<file path="src/hdl/cps_mmr_params.svh">
`ifndef CPS_MMR_PARAMS_SVH
`define CPS_MMR_PARAMS_SVH

// length of the per-game configuration string
`define CPSB_CFG_BYTES 24

// a multiplier or priority address with this code is absent
// on that game; the cpu word address 1f never hits a register either
`define CPSB_ADDR_OFF 5'h1f

// value seen when nothing drives the read bus
`define MMR_OPEN_BUS 16'hffff

// reset values
`define CPS_A_RST 16'h0000

// layer order after reset
`define LAYER_CTRL_RST 16'h12ce

// all six palette pages copied after reset
`define PAL_PAGE_RST 6'h3f

`define PRIO_RST 16'h0000

`endif

</file>
<file path="src/hdl/cps_mmr_pkg.sv">
package cps_mmr_pkg;

    // cpu side of both chips, word address and active-low byte strobes
    typedef struct packed {
        logic [4:0]  addr;
        logic [1:0]  dsn;
        logic [15:0] data;
    } cpu_bus_t;

    // extra player inputs read through the cps_b chip
    typedef struct packed {
        logic [3:0] start_button;
        logic [3:0] coin_input;
        logic [7:0] joystick3;
        logic [7:0] joystick4;
    } player_in_t;

    // write-only cps_a registers
    typedef struct packed {
        logic [15:0] vram_obj_base;
        logic [15:0] vram1_base;
        logic [15:0] vram2_base;
        logic [15:0] vram3_base;
        logic [15:0] vram_row_base;
        logic [15:0] pal_base;
        logic [15:0] hpos1;
        logic [15:0] hpos2;
        logic [15:0] hpos3;
        logic [15:0] vpos1;
        logic [15:0] vpos2;
        logic [15:0] vpos3;
        logic [15:0] hstar1;
        logic [15:0] hstar2;
        logic [15:0] vstar1;
        logic [15:0] vstar2;
        logic [15:0] row_offset;
        logic [15:0] ppu_ctrl;
    } cps_a_out_t;

    typedef struct packed {
        logic [15:0] layer_ctrl;
        logic [15:0] prio0;
        logic [15:0] prio1;
        logic [15:0] prio2;
        logic [15:0] prio3;
        logic [5:0]  pal_page_en;
    } cps_b_out_t;

    // per-game word addresses of the cps_b registers
    typedef struct packed {
        logic [4:0] id;
        logic [4:0] mult1;
        logic [4:0] mult2;
        logic [4:0] rslt0;
        logic [4:0] rslt1;
        logic [4:0] layer;
        logic [4:0] prio0;
        logic [4:0] prio1;
        logic [4:0] prio2;
        logic [4:0] prio3;
        logic [4:0] in2;
        logic [4:0] in3;
        logic [4:0] pal_page;
    } cpsb_map_t;

    typedef struct packed {
        logic [7:0]  id;
        logic [7:0]  mask0;
        logic [7:0]  mask1;
        logic [7:0]  mask2;
        logic [7:0]  mask3;
        logic [7:0]  mask4;
        logic [5:0]  game;
        logic [15:0] bank_offset;
        logic [15:0] bank_mask;
        logic        cpu_speed;
    } mapper_t;

    // which cps_b register an access hits
    typedef enum logic [3:0] {
        cpsb_id, cpsb_mult1, cpsb_mult2, cpsb_rslt0, cpsb_rslt1,
        cpsb_layer, cpsb_prio0, cpsb_prio1, cpsb_prio2, cpsb_prio3,
        cpsb_pal_page, cpsb_in2, cpsb_in3, cpsb_none
    } cpsb_reg_e;

endpackage

</file>
<file path="src/hdl/cpsb_config.sv">
`timescale 1ns/1ns
`include "cps_mmr_params.svh"

module cpsb_config (
    input  logic                   clk,
    input  logic                   cfg_we,
    input  logic [7:0]             cfg_data,
    output cps_mmr_pkg::cpsb_map_t map,
    output cps_mmr_pkg::mapper_t   mapper
);
    import cps_mmr_pkg::*;

    // byte 0 holds the first byte written once the string is complete
    logic [`CPSB_CFG_BYTES-1:0][7:0] cfg_q;

    // configuration bytes are byte addresses, the bus works in words
    function automatic logic [4:0] word_addr(input logic [7:0] byte_addr);
        return byte_addr[5:1];
    endfunction

    // survives reg_rst like the rest of the downloaded rom data
    always_ff @(posedge clk) begin
        if (cfg_we) begin
            cfg_q <= {cfg_data, cfg_q[`CPSB_CFG_BYTES-1:1]};
        end
    end

    // register address decode
    always_comb begin
        map.id       = word_addr(cfg_q[0]);
        map.mult1    = word_addr(cfg_q[2]);
        map.mult2    = word_addr(cfg_q[3]);
        map.rslt0    = word_addr(cfg_q[4]);
        map.rslt1    = word_addr(cfg_q[5]);
        map.layer    = word_addr(cfg_q[6]);
        map.prio0    = word_addr(cfg_q[7]);
        map.prio1    = word_addr(cfg_q[8]);
        map.prio2    = word_addr(cfg_q[9]);
        map.prio3    = word_addr(cfg_q[10]);
        map.in2      = word_addr(cfg_q[11]);
        map.in3      = word_addr(cfg_q[12]);
        map.pal_page = word_addr(cfg_q[13]);
    end

    // id, layer masks and rom mapper
    always_comb begin
        mapper.id          = cfg_q[1];
        mapper.mask0       = cfg_q[14];
        mapper.mask1       = cfg_q[15];
        mapper.mask2       = cfg_q[16];
        mapper.mask3       = cfg_q[17];
        // layer 4 has no byte of its own and shares the layer 3 mask
        mapper.mask4       = cfg_q[17];
        mapper.game        = cfg_q[18][5:0];
        // 16-bit fields arrive low byte first
        mapper.bank_offset = {cfg_q[20], cfg_q[19]};
        mapper.bank_mask   = {cfg_q[22], cfg_q[21]};
        mapper.cpu_speed   = cfg_q[23][0];
    end

    // an unknown byte shifted in would poison the decode for the whole game
    cfg_data_known: assert property (
        @(posedge clk) cfg_we |-> !$isunknown(cfg_data)
    ) else $error("cfg_data unknown while cfg_we is high");

endmodule

</file>
<file path="src/hdl/cps_a_regs.sv">
`timescale 1ns/1ns
`include "cps_mmr_params.svh"

module cps_a_regs (
    input  logic                    clk,
    input  logic                    reg_rst,
    input  logic                    sel,
    input  cps_mmr_pkg::cpu_bus_t   bus,
    output cps_mmr_pkg::cps_a_out_t regs,
    output logic                    pal_copy,
    output logic                    obj_dma_ok
);
    import cps_mmr_pkg::*;

    typedef enum logic [4:0] {
        a_vram_obj   = 5'h00,
        a_vram1      = 5'h01,
        a_vram2      = 5'h02,
        a_vram3      = 5'h03,
        a_vram_row   = 5'h04,
        a_pal_base   = 5'h05,
        a_hpos1      = 5'h06,
        a_vpos1      = 5'h07,
        a_hpos2      = 5'h08,
        a_vpos2      = 5'h09,
        a_hpos3      = 5'h0a,
        a_vpos3      = 5'h0b,
        a_hstar1     = 5'h0c,
        a_vstar1     = 5'h0d,
        a_hstar2     = 5'h0e,
        a_vstar2     = 5'h0f,
        a_row_offset = 5'h10,
        a_ppu_ctrl   = 5'h11
    } cps_a_addr_e;

    cps_a_addr_e acc_addr;
    logic        copy_arm;
    logic        dma_arm;

    assign acc_addr = cps_a_addr_e'(bus.addr);

    // keep the old byte wherever its strobe is high
    function automatic logic [15:0] lane_merge(input logic [15:0] old_val,
                                               input logic [15:0] new_val,
                                               input logic [1:0]  dsn);
        return {dsn[1] ? old_val[15:8] : new_val[15:8],
                dsn[0] ? old_val[7:0]  : new_val[7:0]};
    endfunction

    always_ff @(posedge clk or posedge reg_rst) begin
        if (reg_rst) begin
            regs        <= '{default: `CPS_A_RST};
            pal_copy    <= 1'b0;
            obj_dma_ok  <= 1'b0;
            copy_arm    <= 1'b0;
            dma_arm     <= 1'b0;
        end else if (sel) begin
            pal_copy    <= 1'b0;
            // the latest access decides the dma flag
            dma_arm     <= (acc_addr == a_vram_obj);
            case (acc_addr)
                a_vram_obj:   regs.vram_obj_base <= lane_merge(regs.vram_obj_base, bus.data, bus.dsn);
                a_vram1:      regs.vram1_base    <= lane_merge(regs.vram1_base, bus.data, bus.dsn);
                a_vram2:      regs.vram2_base    <= lane_merge(regs.vram2_base, bus.data, bus.dsn);
                a_vram3:      regs.vram3_base    <= lane_merge(regs.vram3_base, bus.data, bus.dsn);
                a_vram_row:   regs.vram_row_base <= lane_merge(regs.vram_row_base, bus.data, bus.dsn);
                a_pal_base: begin
                    regs.pal_base <= lane_merge(regs.pal_base, bus.data, bus.dsn);
                    copy_arm      <= 1'b1;
                end
                a_hpos1:      regs.hpos1      <= lane_merge(regs.hpos1, bus.data, bus.dsn);
                a_vpos1:      regs.vpos1      <= lane_merge(regs.vpos1, bus.data, bus.dsn);
                a_hpos2:      regs.hpos2      <= lane_merge(regs.hpos2, bus.data, bus.dsn);
                a_vpos2:      regs.vpos2      <= lane_merge(regs.vpos2, bus.data, bus.dsn);
                a_hpos3:      regs.hpos3      <= lane_merge(regs.hpos3, bus.data, bus.dsn);
                a_vpos3:      regs.vpos3      <= lane_merge(regs.vpos3, bus.data, bus.dsn);
                a_hstar1:     regs.hstar1     <= lane_merge(regs.hstar1, bus.data, bus.dsn);
                a_vstar1:     regs.vstar1     <= lane_merge(regs.vstar1, bus.data, bus.dsn);
                a_hstar2:     regs.hstar2     <= lane_merge(regs.hstar2, bus.data, bus.dsn);
                a_vstar2:     regs.vstar2     <= lane_merge(regs.vstar2, bus.data, bus.dsn);
                a_row_offset: regs.row_offset <= lane_merge(regs.row_offset, bus.data, bus.dsn);
                a_ppu_ctrl:   regs.ppu_ctrl   <= lane_merge(regs.ppu_ctrl, bus.data, bus.dsn);
                default: ;
            endcase
        end else begin
            // pal_base is stable only once the select has dropped
            pal_copy   <= copy_arm;
            copy_arm   <= 1'b0;
            obj_dma_ok <= dma_arm;
        end
    end

    // one copy request per palette write burst
    pal_copy_single: assert property (
        @(posedge clk) disable iff (reg_rst) pal_copy |=> !pal_copy
    ) else $error("pal_copy high for more than one cycle");

endmodule

</file>
<file path="src/hdl/cps_b_regs.sv">
`timescale 1ns/1ns
`include "cps_mmr_params.svh"

module cps_b_regs (
    input  logic                    clk,
    input  logic                    reg_rst,
    input  logic                    sel,
    input  cps_mmr_pkg::cpu_bus_t   bus,
    input  cps_mmr_pkg::cpsb_map_t  map,
    input  cps_mmr_pkg::mapper_t    mapper,
    input  cps_mmr_pkg::player_in_t players,
    output cps_mmr_pkg::cps_b_out_t regs,
    output logic [15:0]             rdata
);
    import cps_mmr_pkg::*;

    cpsb_reg_e   hit;
    logic [15:0] mult1;
    logic [15:0] mult2;
    logic [31:0] product;
    logic [7:0]  in2;
    logic [7:0]  in3;
    logic [15:0] rd_mux;
    logic        full_write;

    // multiplier and priority registers can be switched off per game
    function automatic logic match_opt(input logic [4:0] acc, input logic [4:0] reg_addr);
        return (acc == reg_addr) && (reg_addr != `CPSB_ADDR_OFF);
    endfunction

    // the extra input ports are absent when their address is 0
    function automatic logic match_in(input logic [4:0] acc, input logic [4:0] reg_addr);
        return (acc == reg_addr) && (reg_addr != 5'h00);
    endfunction

    // first match wins when a game maps two registers to one address
    always_comb begin
        hit = cpsb_none;
        if (bus.addr != `CPSB_ADDR_OFF) begin
            if (bus.addr == map.id)                  hit = cpsb_id;
            else if (match_opt(bus.addr, map.mult1)) hit = cpsb_mult1;
            else if (match_opt(bus.addr, map.mult2)) hit = cpsb_mult2;
            else if (match_opt(bus.addr, map.rslt0)) hit = cpsb_rslt0;
            else if (match_opt(bus.addr, map.rslt1)) hit = cpsb_rslt1;
            else if (bus.addr == map.layer)          hit = cpsb_layer;
            else if (match_opt(bus.addr, map.prio0)) hit = cpsb_prio0;
            else if (match_opt(bus.addr, map.prio1)) hit = cpsb_prio1;
            else if (match_opt(bus.addr, map.prio2)) hit = cpsb_prio2;
            else if (match_opt(bus.addr, map.prio3)) hit = cpsb_prio3;
            else if (bus.addr == map.pal_page)       hit = cpsb_pal_page;
            else if (match_in(bus.addr, map.in2))    hit = cpsb_in2;
            else if (match_in(bus.addr, map.in3))    hit = cpsb_in3;
        end
    end

    // extra players: start, coin and six joystick bits
    assign in2 = {players.start_button[2], players.coin_input[2], players.joystick3[5:0]};
    assign in3 = {players.start_button[3], players.coin_input[3], players.joystick4[5:0]};

    always_comb begin
        case (hit)
            cpsb_id:       rd_mux = {4'h0, mapper.id[7:4], 4'h0, mapper.id[3:0]};
            cpsb_mult1:    rd_mux = mult1;
            cpsb_mult2:    rd_mux = mult2;
            cpsb_rslt0:    rd_mux = product[15:0];
            cpsb_rslt1:    rd_mux = product[31:16];
            cpsb_layer:    rd_mux = regs.layer_ctrl;
            cpsb_prio0:    rd_mux = regs.prio0;
            cpsb_prio1:    rd_mux = regs.prio1;
            cpsb_prio2:    rd_mux = regs.prio2;
            cpsb_prio3:    rd_mux = regs.prio3;
            cpsb_pal_page: rd_mux = {10'd0, regs.pal_page_en};
            cpsb_in2:      rd_mux = {in2, in2};
            cpsb_in3:      rd_mux = {in3, in3};
            default:       rd_mux = `MMR_OPEN_BUS;
        endcase
    end

    // only full-word writes reach the cps_b registers
    assign full_write = sel && (bus.dsn == 2'b00);

    // operands and product carry no reset
    always_ff @(posedge clk) begin
        if (full_write && hit == cpsb_mult1) begin
            mult1 <= bus.data;
        end
        if (full_write && hit == cpsb_mult2) begin
            mult2 <= bus.data;
        end
        product <= {16'd0, mult1} * {16'd0, mult2};
    end

    always_ff @(posedge clk or posedge reg_rst) begin
        if (reg_rst) begin
            regs.layer_ctrl  <= `LAYER_CTRL_RST;
            regs.prio0       <= `PRIO_RST;
            regs.prio1       <= `PRIO_RST;
            regs.prio2       <= `PRIO_RST;
            regs.prio3       <= `PRIO_RST;
            regs.pal_page_en <= `PAL_PAGE_RST;
            rdata            <= `MMR_OPEN_BUS;
        end else begin
            if (sel) begin
                rdata <= rd_mux;
            end
            if (full_write) begin
                case (hit)
                    cpsb_layer:    regs.layer_ctrl  <= bus.data;
                    cpsb_prio0:    regs.prio0       <= bus.data;
                    cpsb_prio1:    regs.prio1       <= bus.data;
                    cpsb_prio2:    regs.prio2       <= bus.data;
                    cpsb_prio3:    regs.prio3       <= bus.data;
                    cpsb_pal_page: regs.pal_page_en <= bus.data[5:0];
                    default: ;
                endcase
            end
        end
    end

endmodule

</file>
<file path="src/hdl/cps_mmr_top.sv">
`timescale 1ns/1ns

module cps_mmr_top (
    input  logic                    clk,
    input  logic                    reg_rst,
    input  logic                    ppu1_cs,
    input  logic                    ppu2_cs,
    input  cps_mmr_pkg::cpu_bus_t   bus,
    input  logic                    cfg_we,
    input  logic [7:0]              cfg_data,
    input  cps_mmr_pkg::player_in_t players,
    output logic [15:0]             mmr_dout,
    output cps_mmr_pkg::cps_a_out_t cps_a,
    output logic                    pal_copy,
    output logic                    obj_dma_ok,
    output cps_mmr_pkg::cps_b_out_t cps_b,
    output cps_mmr_pkg::mapper_t    mapper
);
    import cps_mmr_pkg::*;

    // per-game cps_b address map
    cpsb_map_t map;

    cpsb_config u_config (
        .clk      (clk),
        .cfg_we   (cfg_we),
        .cfg_data (cfg_data),
        .map      (map),
        .mapper   (mapper)
    );

    cps_a_regs u_cps_a (
        .clk        (clk),
        .reg_rst    (reg_rst),
        .sel        (ppu1_cs),
        .bus        (bus),
        .regs       (cps_a),
        .pal_copy   (pal_copy),
        .obj_dma_ok (obj_dma_ok)
    );

    cps_b_regs u_cps_b (
        .clk     (clk),
        .reg_rst (reg_rst),
        .sel     (ppu2_cs),
        .bus     (bus),
        .map     (map),
        .mapper  (mapper),
        .players (players),
        .regs    (cps_b),
        .rdata   (mmr_dout)
    );

    // both banks share one bus, so the cpu address decoder keeps them apart
    cs_exclusive: assert property (
        @(posedge clk) disable iff (reg_rst) !(ppu1_cs && ppu2_cs)
    ) else $error("ppu1_cs and ppu2_cs high together");

endmodule

</file>
<file path="config.mk">
export PLATFORM = sky130hd
export DESIGN_NAME = cps_mmr_top
export DESIGN_NICKNAME = d
export VERILOG_FILES = /design/src/hdl/cps_mmr_pkg.sv /design/src/hdl/cpsb_config.sv /design/src/hdl/cps_a_regs.sv /design/src/hdl/cps_b_regs.sv /design/src/hdl/cps_mmr_top.sv
export VERILOG_INCLUDE_DIRS = /design/src /design/src/hdl
export SDC_FILE = /design/constraint.sdc
export NUM_CORES = 1
export LEC_CHECK = 0
export BUFFER_PORTS_ARGS = -buffer_cell sky130_fd_sc_hd__buf_4
export CAP_MARGIN = 20
export CORE_ASPECT_RATIO = 0.7
export CORE_MARGIN = 5
export CORE_UTILIZATION = 49
export CTS_CLUSTER_DIAMETER = 50
export CTS_CLUSTER_SIZE = 28
export DETAILED_ROUTE_END_ITERATION = 8
export PLACE_DENSITY_LB_ADDON = 0.3
export SETUP_SLACK_MARGIN = 0.15
export SLEW_MARGIN = 30
export SYNTH_ARGS = -nofsm -noshare
export SYNTH_HDL_FRONTEND = slang
export SYNTH_SLANG_ARGS = --single-unit
</file>
<file path="constraint.sdc">
create_clock -name clk -period 11.8 [get_ports clk]
set_input_delay 0.59 -clock clk [delete_from_list [all_inputs] [get_ports clk]]
set_output_delay 0.59 -clock clk [all_outputs]
set_load 0.02 [all_outputs]
</file>
# After elaboration in Yosys (flattened, before gate mapping)
# Index checks and enable logic that the tools add are counted.
# totals
ff_bits	648
out_inout_bits	479
# classes
bitwise	2
mul	1
muxes	18
reduce_logical	60
eq_ne	52
# ops
op	count
16-bit case mux with 13 select lines	1
3-bit AND reduction	36
5-bit == test	13
4-bit 2-to-1 mux	13
5-bit != test (second input constant)	9
5-bit by 4-bit == test with 1-bit output (second input constant)	8
16-bit by 16-bit multiplier with 32-bit output	1
4-bit == test (second input constant)	5
5-bit by 3-bit == test with 1-bit output (second input constant)	4
4-bit by 3-bit == test with 1-bit output (second input constant)	4
1-bit logical AND	13
2-bit AND reduction	6
5-bit by 2-bit == test with 1-bit output (second input constant)	2
5-bit == test (second input constant)	2
5-bit nonzero test	2
4-bit by 2-bit == test with 1-bit output (second input constant)	2
5-bit by 1-bit == test with 1-bit output (second input constant)	1
5-bit zero test	1
4-bit by 1-bit == test with 1-bit output (second input constant)	1
4-bit zero test	1
1-bit 2-to-1 mux	4
2-bit zero test	1
2-bit by 1-bit != test with 1-bit output (second input constant)	1
1-bit inverter	2

# Longest topological paths before layout
# Gate-level depths: netlist of run 1.
# logic_depth
word_depth	18
depth_mapped	25
mapped_depth_nobuf	22

# By module
# Synthesis of run 1 repeated with hierarchy kept, for this count alone.
# unflattened
cells_unflattened	2586
area_unflattened_um2	34297.9
# modules_own_cells
module	n_inst	area_per_inst_um2	cells_per_inst
cps_b_regs	1	16225.6	1569
cps_a_regs	1	11255.8	676
cpsb_config	1	6816.5	341

# Worst setup path after synthesis of run 1
# OpenSTA, ideal clock, no wires.
# synth_path
path_kind	register -> register
from	register u_cps_b.mult2[1]
to	register u_cps_b.product[30]
setup_ps	72
path_slack_ps	5710
t_arrival_ps	6018
path_stages_with_launch	22
synth_period_minus_slack_ps	6090
path_cell_list	edfxtp_1 clkbuf_1 nand2_1 fa_1 fa_1 fa_1 fa_1 inv_1 fa_1 inv_1 fa_1 inv_1 ha_1 a21o_1 a211oi_1 o21a_1 a211oi_1 or3_1 a31o_2 a21o_1 a21oi_1 xnor2_1
# synth_between
elab_chain_cells	1
# synth_lines
item	line	rtl
from (decl)	cps_b_regs.sv:19	logic [15:0] mult2;
from (signal assigned)	cps_b_regs.sv:88	mult2 <= bus.data;
16-bit by 16-bit multiplier with 32-bit output	cps_b_regs.sv:90	product <= {16'd0, mult1} * {16'd0, mult2};
to (signal assigned)	cps_b_regs.sv:90	
to (decl)	cps_b_regs.sv:20	logic [31:0] product;
# No other way between the ends.
# A chain may end at the register's enable or synchronous reset.

# Final worst setup path of run 1
# layout_path
from	register u_cps_b.mult1[7]
to	register u_cps_b.product[30]
# layout_between
elab_chain_cells	1
# layout_lines
item	line	rtl
from (decl)	cps_b_regs.sv:18	logic [15:0] mult1;
from (signal assigned)	cps_b_regs.sv:85	mult1 <= bus.data;
16-bit by 16-bit multiplier with 32-bit output	cps_b_regs.sv:90	
# No other way between the ends.

==> run metrics, run 1 <==
Max Slew Vio Count=0; # fillers=5428; postcts setup bufs=0; Pwr Density=149 nW/µm²; Seq pwr share=47.4%; P&R area growth vs syn=17.8%; most numerous cell on the critical path=fa_1; R2R Setup Slk=4770 ps; I/O Pins=539; Post-CTS Hold Buffers=0; vias in the first global route=23000; worst path arrival time=7560 ps; non-filler cells, final=3900; Antenna Violating Nets Remaining=0; Clock transition at path regs=90 ps; Finish-stage setup viols=0; max_cap viols=0; DIE AREA=74000 µm²; router iterations before antenna repair=7; Synth async-reset ratio=60.9%; gr usage total=26.6%; Die Y=229 µm; predominant post-synthesis flop cell=dfrtp_1; first-pass GRT wire length=149000 µm; Avg WL per Cell=25.7 µm; total grt overflow=0; post-layout net count=3314; critical path endpoint category=register; synthesized flop and latch total=647; initial DRC count=2257; skew final=40.9 ps; DRC=0; Port Buf Inserts=530; largest net degree at the start of global routing=182; critical path's slowest cell=edfxtp_1; Min Hold Slack=32.9 ps; final setup margin=4770 ps; Worst slew margin=30.6%; antenna violations before repair=6; clock sinks=647; Bufs on Longest Clock Path=3; Syn Inst Count=2553; CP delay by family, top=adder cells; status=finished clean; Vias/cell=5.66; distinct cell type count after synthesis=85; HP Class=in -> async; Chip Width=323 µm; area share of the largest cell type after synthesis=27.2%; Syn Std Cell Area=33600 µm²; Initial Util=49.4%; Syn Area/Cell=13.2 µm²; Final GP Congestion=0.981; Synth area leader=dfrtp_1; Post-Route WL=100000 µm; unrepaired setup endpoints after global routing=no; share of cells above drive strength 1=35.2%; clock latency on the worst-skew pair=630 ps; placed cell count=3806; maximum single-stage delay on the critical path=810 ps; synth warn=0; H-tree depth=2; CTS buffer count=48; area of all sequential standard cells=17200 µm²; Core ar.=68100 µm²; Area contributors post-synth=dfrtp_1 (27%), edfxtp_1 (20%), fa_1 (12%), mux2_2 (11%), ha_1 (3.9%); Max VDD drop=0.000144 V; LEAKAGE=18.8 nW; Final Cycle Share=59.6%; Comb pwr share=21.9%; setup TNS=0 ps; crit-path cells=and2_1 -> fa_1 -> inv_1 -> fa_1 -> fa_1 -> fa_1 -> inv_1 -> fa_1 -> inv_1 -> fa_1 -> inv_1 -> ha_1 -> a21o_1 -> a211oi_1 -> o21a_1 -> a211oi_1 -> or3_1 -> a31o_2 -> a21o_1 -> a21oi_1 -> xnor2_1; Mapped Nets=2911; HPWL after detailed placement=73500 µm; TritonCTS clock tree=done; DP Worst Slack=4920 ps; Power Internal=4.01 mW; sw power=1.89 mW; clock power share=30.7%; WP data required=12330 ps; # rows=80; kind of critical path=reg -> reg; Post-CTS Resized=0; Clock Root Buffer=clkbuf_16; Post-synth EDFFs=221; Hold Vio Cnt, Final=0; DR vias=22100; Seq/Total Area, Yosys=51.1%; critical path startpoint category=register; area of the multi-input gates=14400 µm²; sw frac=32.0%; fmax=142 MHz; CP max FO=17; fin crit period=7030 ps; Worst-Margin Slew=1040 ps; CP bufs+invs=4
==> worst reg2reg max path: cells and delay by family, from the launching register on <==
kind | cells | cell delay [ps]
adder cells (fa/ha/maj) | 7 | 3400
AND/OR/NAND/NOR | 2 | 860
buffers and inverters | 4 | 230
AO/OA/AOI/OAI | 7 | 1520
XOR/XNOR | 1 | 130
flip-flops | 1 | 810
==> cells in the mapped netlist (23+ instances only) <==
| master | number |
|---|---|
| mux2_2 | 329 |
| a31oi_1 | 25 |
| inv_1 | 231 |
| ha_1 | 104 |
| clkbuf_1 | 84 |
| nand2_1 | 202 |
| fa_1 | 194 |
| and2_1 | 125 |
| dfstp_2 | 29 |
| dfxtp_1 | 32 |
| mux2_1 | 41 |
| xnor2_1 | 54 |
| nor2_1 | 65 |
| xor2_1 | 37 |
| nand3_1 | 23 |
| dfrtp_1 | 365 |
| edfxtp_1 | 221 |
| buf_4 | 97 |
==> routing by layer <==
metal | track usage [%] | wire length [µm]
met3 | 8.33 | 10700
met5 | 0 | 23
met2 | 40.3 | 44400
met4 | 7.79 | 3270
met1 | 37.4 | 41800
==> placed cells by master (no fill, tap or decap), types with 54 or more instances in the layout <==
cell	count
ha_1	104
inv_1	230
nand2_1	202
buf_4	546
xnor2_1	54
edfxtp_1	221
fa_1	194
nor2_1	63
and2_1	125
mux2_2	329
dfrtp_1	365
==> registers in the layout, indices dropped and copies added, names as in the netlist <==
name	flops
u_cps_a.regs	288
u_cps_b.regs	86
u_config.cfg_q	45
u_cps_a.copy_arm	1
u_cps_a.obj_dma_ok	1
u_cps_b.mult1	16
u_cps_a.pal_copy	1
u_cps_a.dma_arm	1
u_cps_b.rdata	16
u_cps_b.mult2	16
u_cps_b.product	32
u_config.map	65
u_config.mapper	79
==> path summary, 6_finish.rpt <==
check	startpoint	end	cells after the start
worst max register to register	u_cps_b.mult1[7]	u_cps_b.product[30]	21
worst min register to register	u_config.cfg_q[48]	u_config.cfg_q[40]	0
worst min-delay path	reg_rst	u_cps_a.regs[217]	2
min in group clk	cfg_data[7]	u_config.cfg_q[191]	1
worst max-delay path	u_cps_b.mult1[7]	u_cps_b.product[30]	21
max in group asynchronous	reg_rst	u_cps_a.regs[2]	4
==> kinds of logic after synthesis <==
kind of cell               count (synthesis)  share of synthesized area [%]
DFF                                      647                           51.1
and+or+nand+nor                          513                           7.72
buffers and inverters                    434                           6.16
muxes                                    386                           13.0
adders and majority gates                298                           15.4
AOI/OAI and AO/OA                        184                           4.23
xor gates and xnor gates                  91                           2.37
==> layout make-up <==
type	instances	share of cell area, %
well taps	902	2.85
multi-input cells	1472	36.4
inverters	231	2.22
clock buffers	52	3.23
repair buffers	556	10.7
flip-flops and latches	647	43.4
diodes	2	0.0126
clock inverters	38	1.20
==> power groups by stage <==
stage | clock network [mW] | registers (mW) | logic [mW]
after global routing | 1.94 | 2.82 | 1.36
final | 1.81 | 2.80 | 1.29
after floorplan | 0 | 3.03 | 0.454
after global placement | 0 | 2.82 | 1.27
after detailed placement | 0 | 2.84 | 1.29
after CTS | 1.84 | 2.79 | 1.29
==> through the flow <==
stage | total power [mW] | instance area [µm²] | util [%]
after floorplan | 3.48 | 33600 | -
after global placement | 4.09 | 37700 | 55.4
after detailed placement | 4.12 | 37800 | 55.5
after CTS | 5.92 | 39500 | 58.1
after global routing | 6.12 | 39600 | 58.2
final | 5.90 | 39600 | 58.2
Note: power is estimated with default switching activity, not from simulation.
==> run 2, diff against run 1 <==
==> constraint.sdc (replaced) <==
create_clock -name clk -period 6.9 [get_ports clk]
set_input_delay 0.345 -clock clk [delete_from_list [all_inputs] [get_ports clk]]
set_output_delay 0.345 -clock clk [all_outputs]
set_load 0.02 [all_outputs]
==> run metrics, run 2 (same netlist as run 1, synthesis figures left out) <==
fin crit period=6520 ps (-506 ps); Post-Route WL=103000 µm (+2.4%); total grt overflow=0 (unchanged); Core ar.=68100 µm² (unchanged); HPWL after detailed placement=76300 µm (+3.7%); non-filler cells, final=3978 (+2.0%); DRC=0 (unchanged); most frequent cells in the layout=buf_4 (611), dfrtp_1 (365), mux2_2 (329), inv_1 (230), edfxtp_1 (221); Hold Vio Cnt, Final=0 (unchanged); LEAKAGE=19.2 nW (+2.1%); first-pass GRT wire length=153000 µm (+2.5%); share of cells above drive strength 1=36.6% (+1.4 points); # fillers=5383 (-0.83%); CP max FO=17 (unchanged); setup TNS=0 ps (unchanged); DR vias=22600 (+2.6%); Antenna Violating Nets Remaining=0 (unchanged); skew final=23.8 ps (-17.2 ps); initial DRC count=2149 (-4.8%); fmax=153 MHz (+7.8%); antenna violations before repair=6 (unchanged); Top reg by flops=u_cps_a.regs; clock latency on the worst-skew pair=630 ps (about the same); I/O Pins=539 (unchanged); Avg WL per Cell=25.8 µm (+0.37%); Max Slew Vio Count=0 (unchanged); Max VDD drop=0.000209 V (+46%); post-layout net count=3391 (+2.3%); vias in the first global route=23500 (+2.3%); Chip Width=323 µm (unchanged); largest net degree at the start of global routing=195 (+7.1%); worst path arrival time=7080 ps (-480 ps); WP data required=7460 ps (-4870 ps); max_cap viols=0 (unchanged); Bufs on Longest Clock Path=3 (unchanged); Port Buf Inserts=530 (unchanged); Worst-Margin Slew=1030 ps (-6.63 ps); clock sinks=647 (unchanged); critical path endpoint category=register; Initial Util=49.4% (unchanged); H-tree depth=2 (unchanged); HP Class=in -> reg; Clock Root Buffer=clkbuf_16; CTS buffer count=50 (+4.2%); Pwr Density=253 nW/µm² (+70%); status=finished clean; commonest non-fill, non-tap cell in the layout=buf_4; Final GP Congestion=0.974 (-0.75%); router iterations before antenna repair=9 (+2); Die Y=229 µm (unchanged); gr usage total=27.3% (+0.63 points); unrepaired setup endpoints after global routing=no; Clock transition at path regs=80 ps (about the same); critical path startpoint category=register; TritonCTS clock tree=done; placed cell count=3835 (+0.76%); Vias/cell=5.69 (+0.62%); # rows=80 (unchanged); Finish-stage setup viols=0 (unchanged); DIE AREA=74000 µm² (unchanged); P&R area growth vs syn=19.8%; max reg flops=288 (unchanged); kind of critical path=reg -> reg; Worst slew margin=30.6% (+0.067 points); Final Cycle Share=94.6% (+35 points)
==> run 2: cell count changes in the layout (fill, tap and decap cells not counted), sizes merged <==
| cell | change |
|---|---|
| buf | +64 |
| bufinv | +1 |
| clkbuf | +2 |
| clkinv | +2 |
| clkinvlp | +1 |
| diode | -1 |
| dlygate4sd3 | +10 |
| inv | -1 |
==> run 2: worst max-delay path, stage by stage (launching register included) <==
cell and delay (ps):
edfxtp_1 870, and2_1 260, fa_1 450, fa_1 480
fa_1 520, fa_1 430, fa_1 530, inv_1 70
fa_1 500, inv_1 40, ha_1 340, nand3_1 140
nor2_1 110, a221oi_1 250, o21ai_0 170, or3_1 510
a31o_2 310, a21o_1 180, a21oi_1 170, xnor2_1 130
==> run 2: final cells by class <==
| cell class | instances | area (µm²) | area share (%) |
|---|---|---|---|
| well taps | 902 | 1130 | 2.80 |
| inverters | 231 | 871 | 2.16 |
| clock inverters | 41 | 532 | 1.32 |
| flip-flops and latches | 647 | 17200 | 42.6 |
| clock buffers | 53 | 1290 | 3.21 |
| diodes | 1 | 2.50 | 0.00621 |
| repair buffers | 631 | 4860 | 12.1 |
| multi-input cells | 1472 | 14400 | 35.8 |
==> run 2: where the power goes <==
group / leakage, nW / total [mW] / internal (mW) / switching [mW]
combinational: 10.7 / 2.23 / 0.918 / 1.31
sequential: 7.59 / 4.78 / 4.46 / 0.322
clock: 0.884 / 3.21 / 1.56 / 1.64
total: 19.2 / 10.2 / 6.94 / 3.27
==> run 2: routing by layer <==
layer | part of all wire [%] | track usage (%) | up-vias
met5 | 0.021 | 0 | -
met4 | 2.7 | 6.97 | 4
met3 | 11 | 8.74 | 160
li1 | - | - | 9578
met1 | 42 | 38.2 | 11800
met2 | 45 | 41.6 | 1088
==> run 2: per-stage QoR <==
| stage | utilization (%) | power, mW | hold slack, ps | setup slack, ps | area, µm² |
|---|---|---|---|---|---|
| floorplan | - | 5.95 | 400 | 810 | 33600 |
| detailed placement | 55.8 | 7.06 | 405 | 339 | 38000 |
| global placement | 55.8 | 7.00 | 400 | 376 | 38000 |
| CTS | 58.7 | 10.2 | 54.7 | 274 | 39900 |
| global route | 59.2 | 10.6 | 69.0 | 154 | 40300 |
| finish | 59.2 | 10.2 | 80.2 | 376 | 40300 |
==> run 2: worst paths after layout <==
path / start / endpoint / slack, ps / depth (start not counted)
worst max-delay path: u_cps_b.mult2[14] / u_cps_b.product[30] / 380 / 19
worst min-delay path: players[19] / u_cps_b.rdata[6] / 80 / 3
worst max register to register: u_cps_b.mult2[14] / u_cps_b.product[30] / 380 / 19
worst min register to register: u_config.cfg_q[79] / u_config.cfg_q[71] / 410 / 0
max in group asynchronous: reg_rst / u_cps_a.regs[48] / 5470 / 5
min in group asynchronous: reg_rst / u_cps_a.regs[44] / 420 / 4
==> run 2: timing repair <==
action | CTS | global route
buffers inserted | 0 | 35
hold endpoints to repair | 83 | 0
gates resized for setup | 0 | 1
hold buffers | 10 | 0
endpoints found under the setup margin | 0 | 2
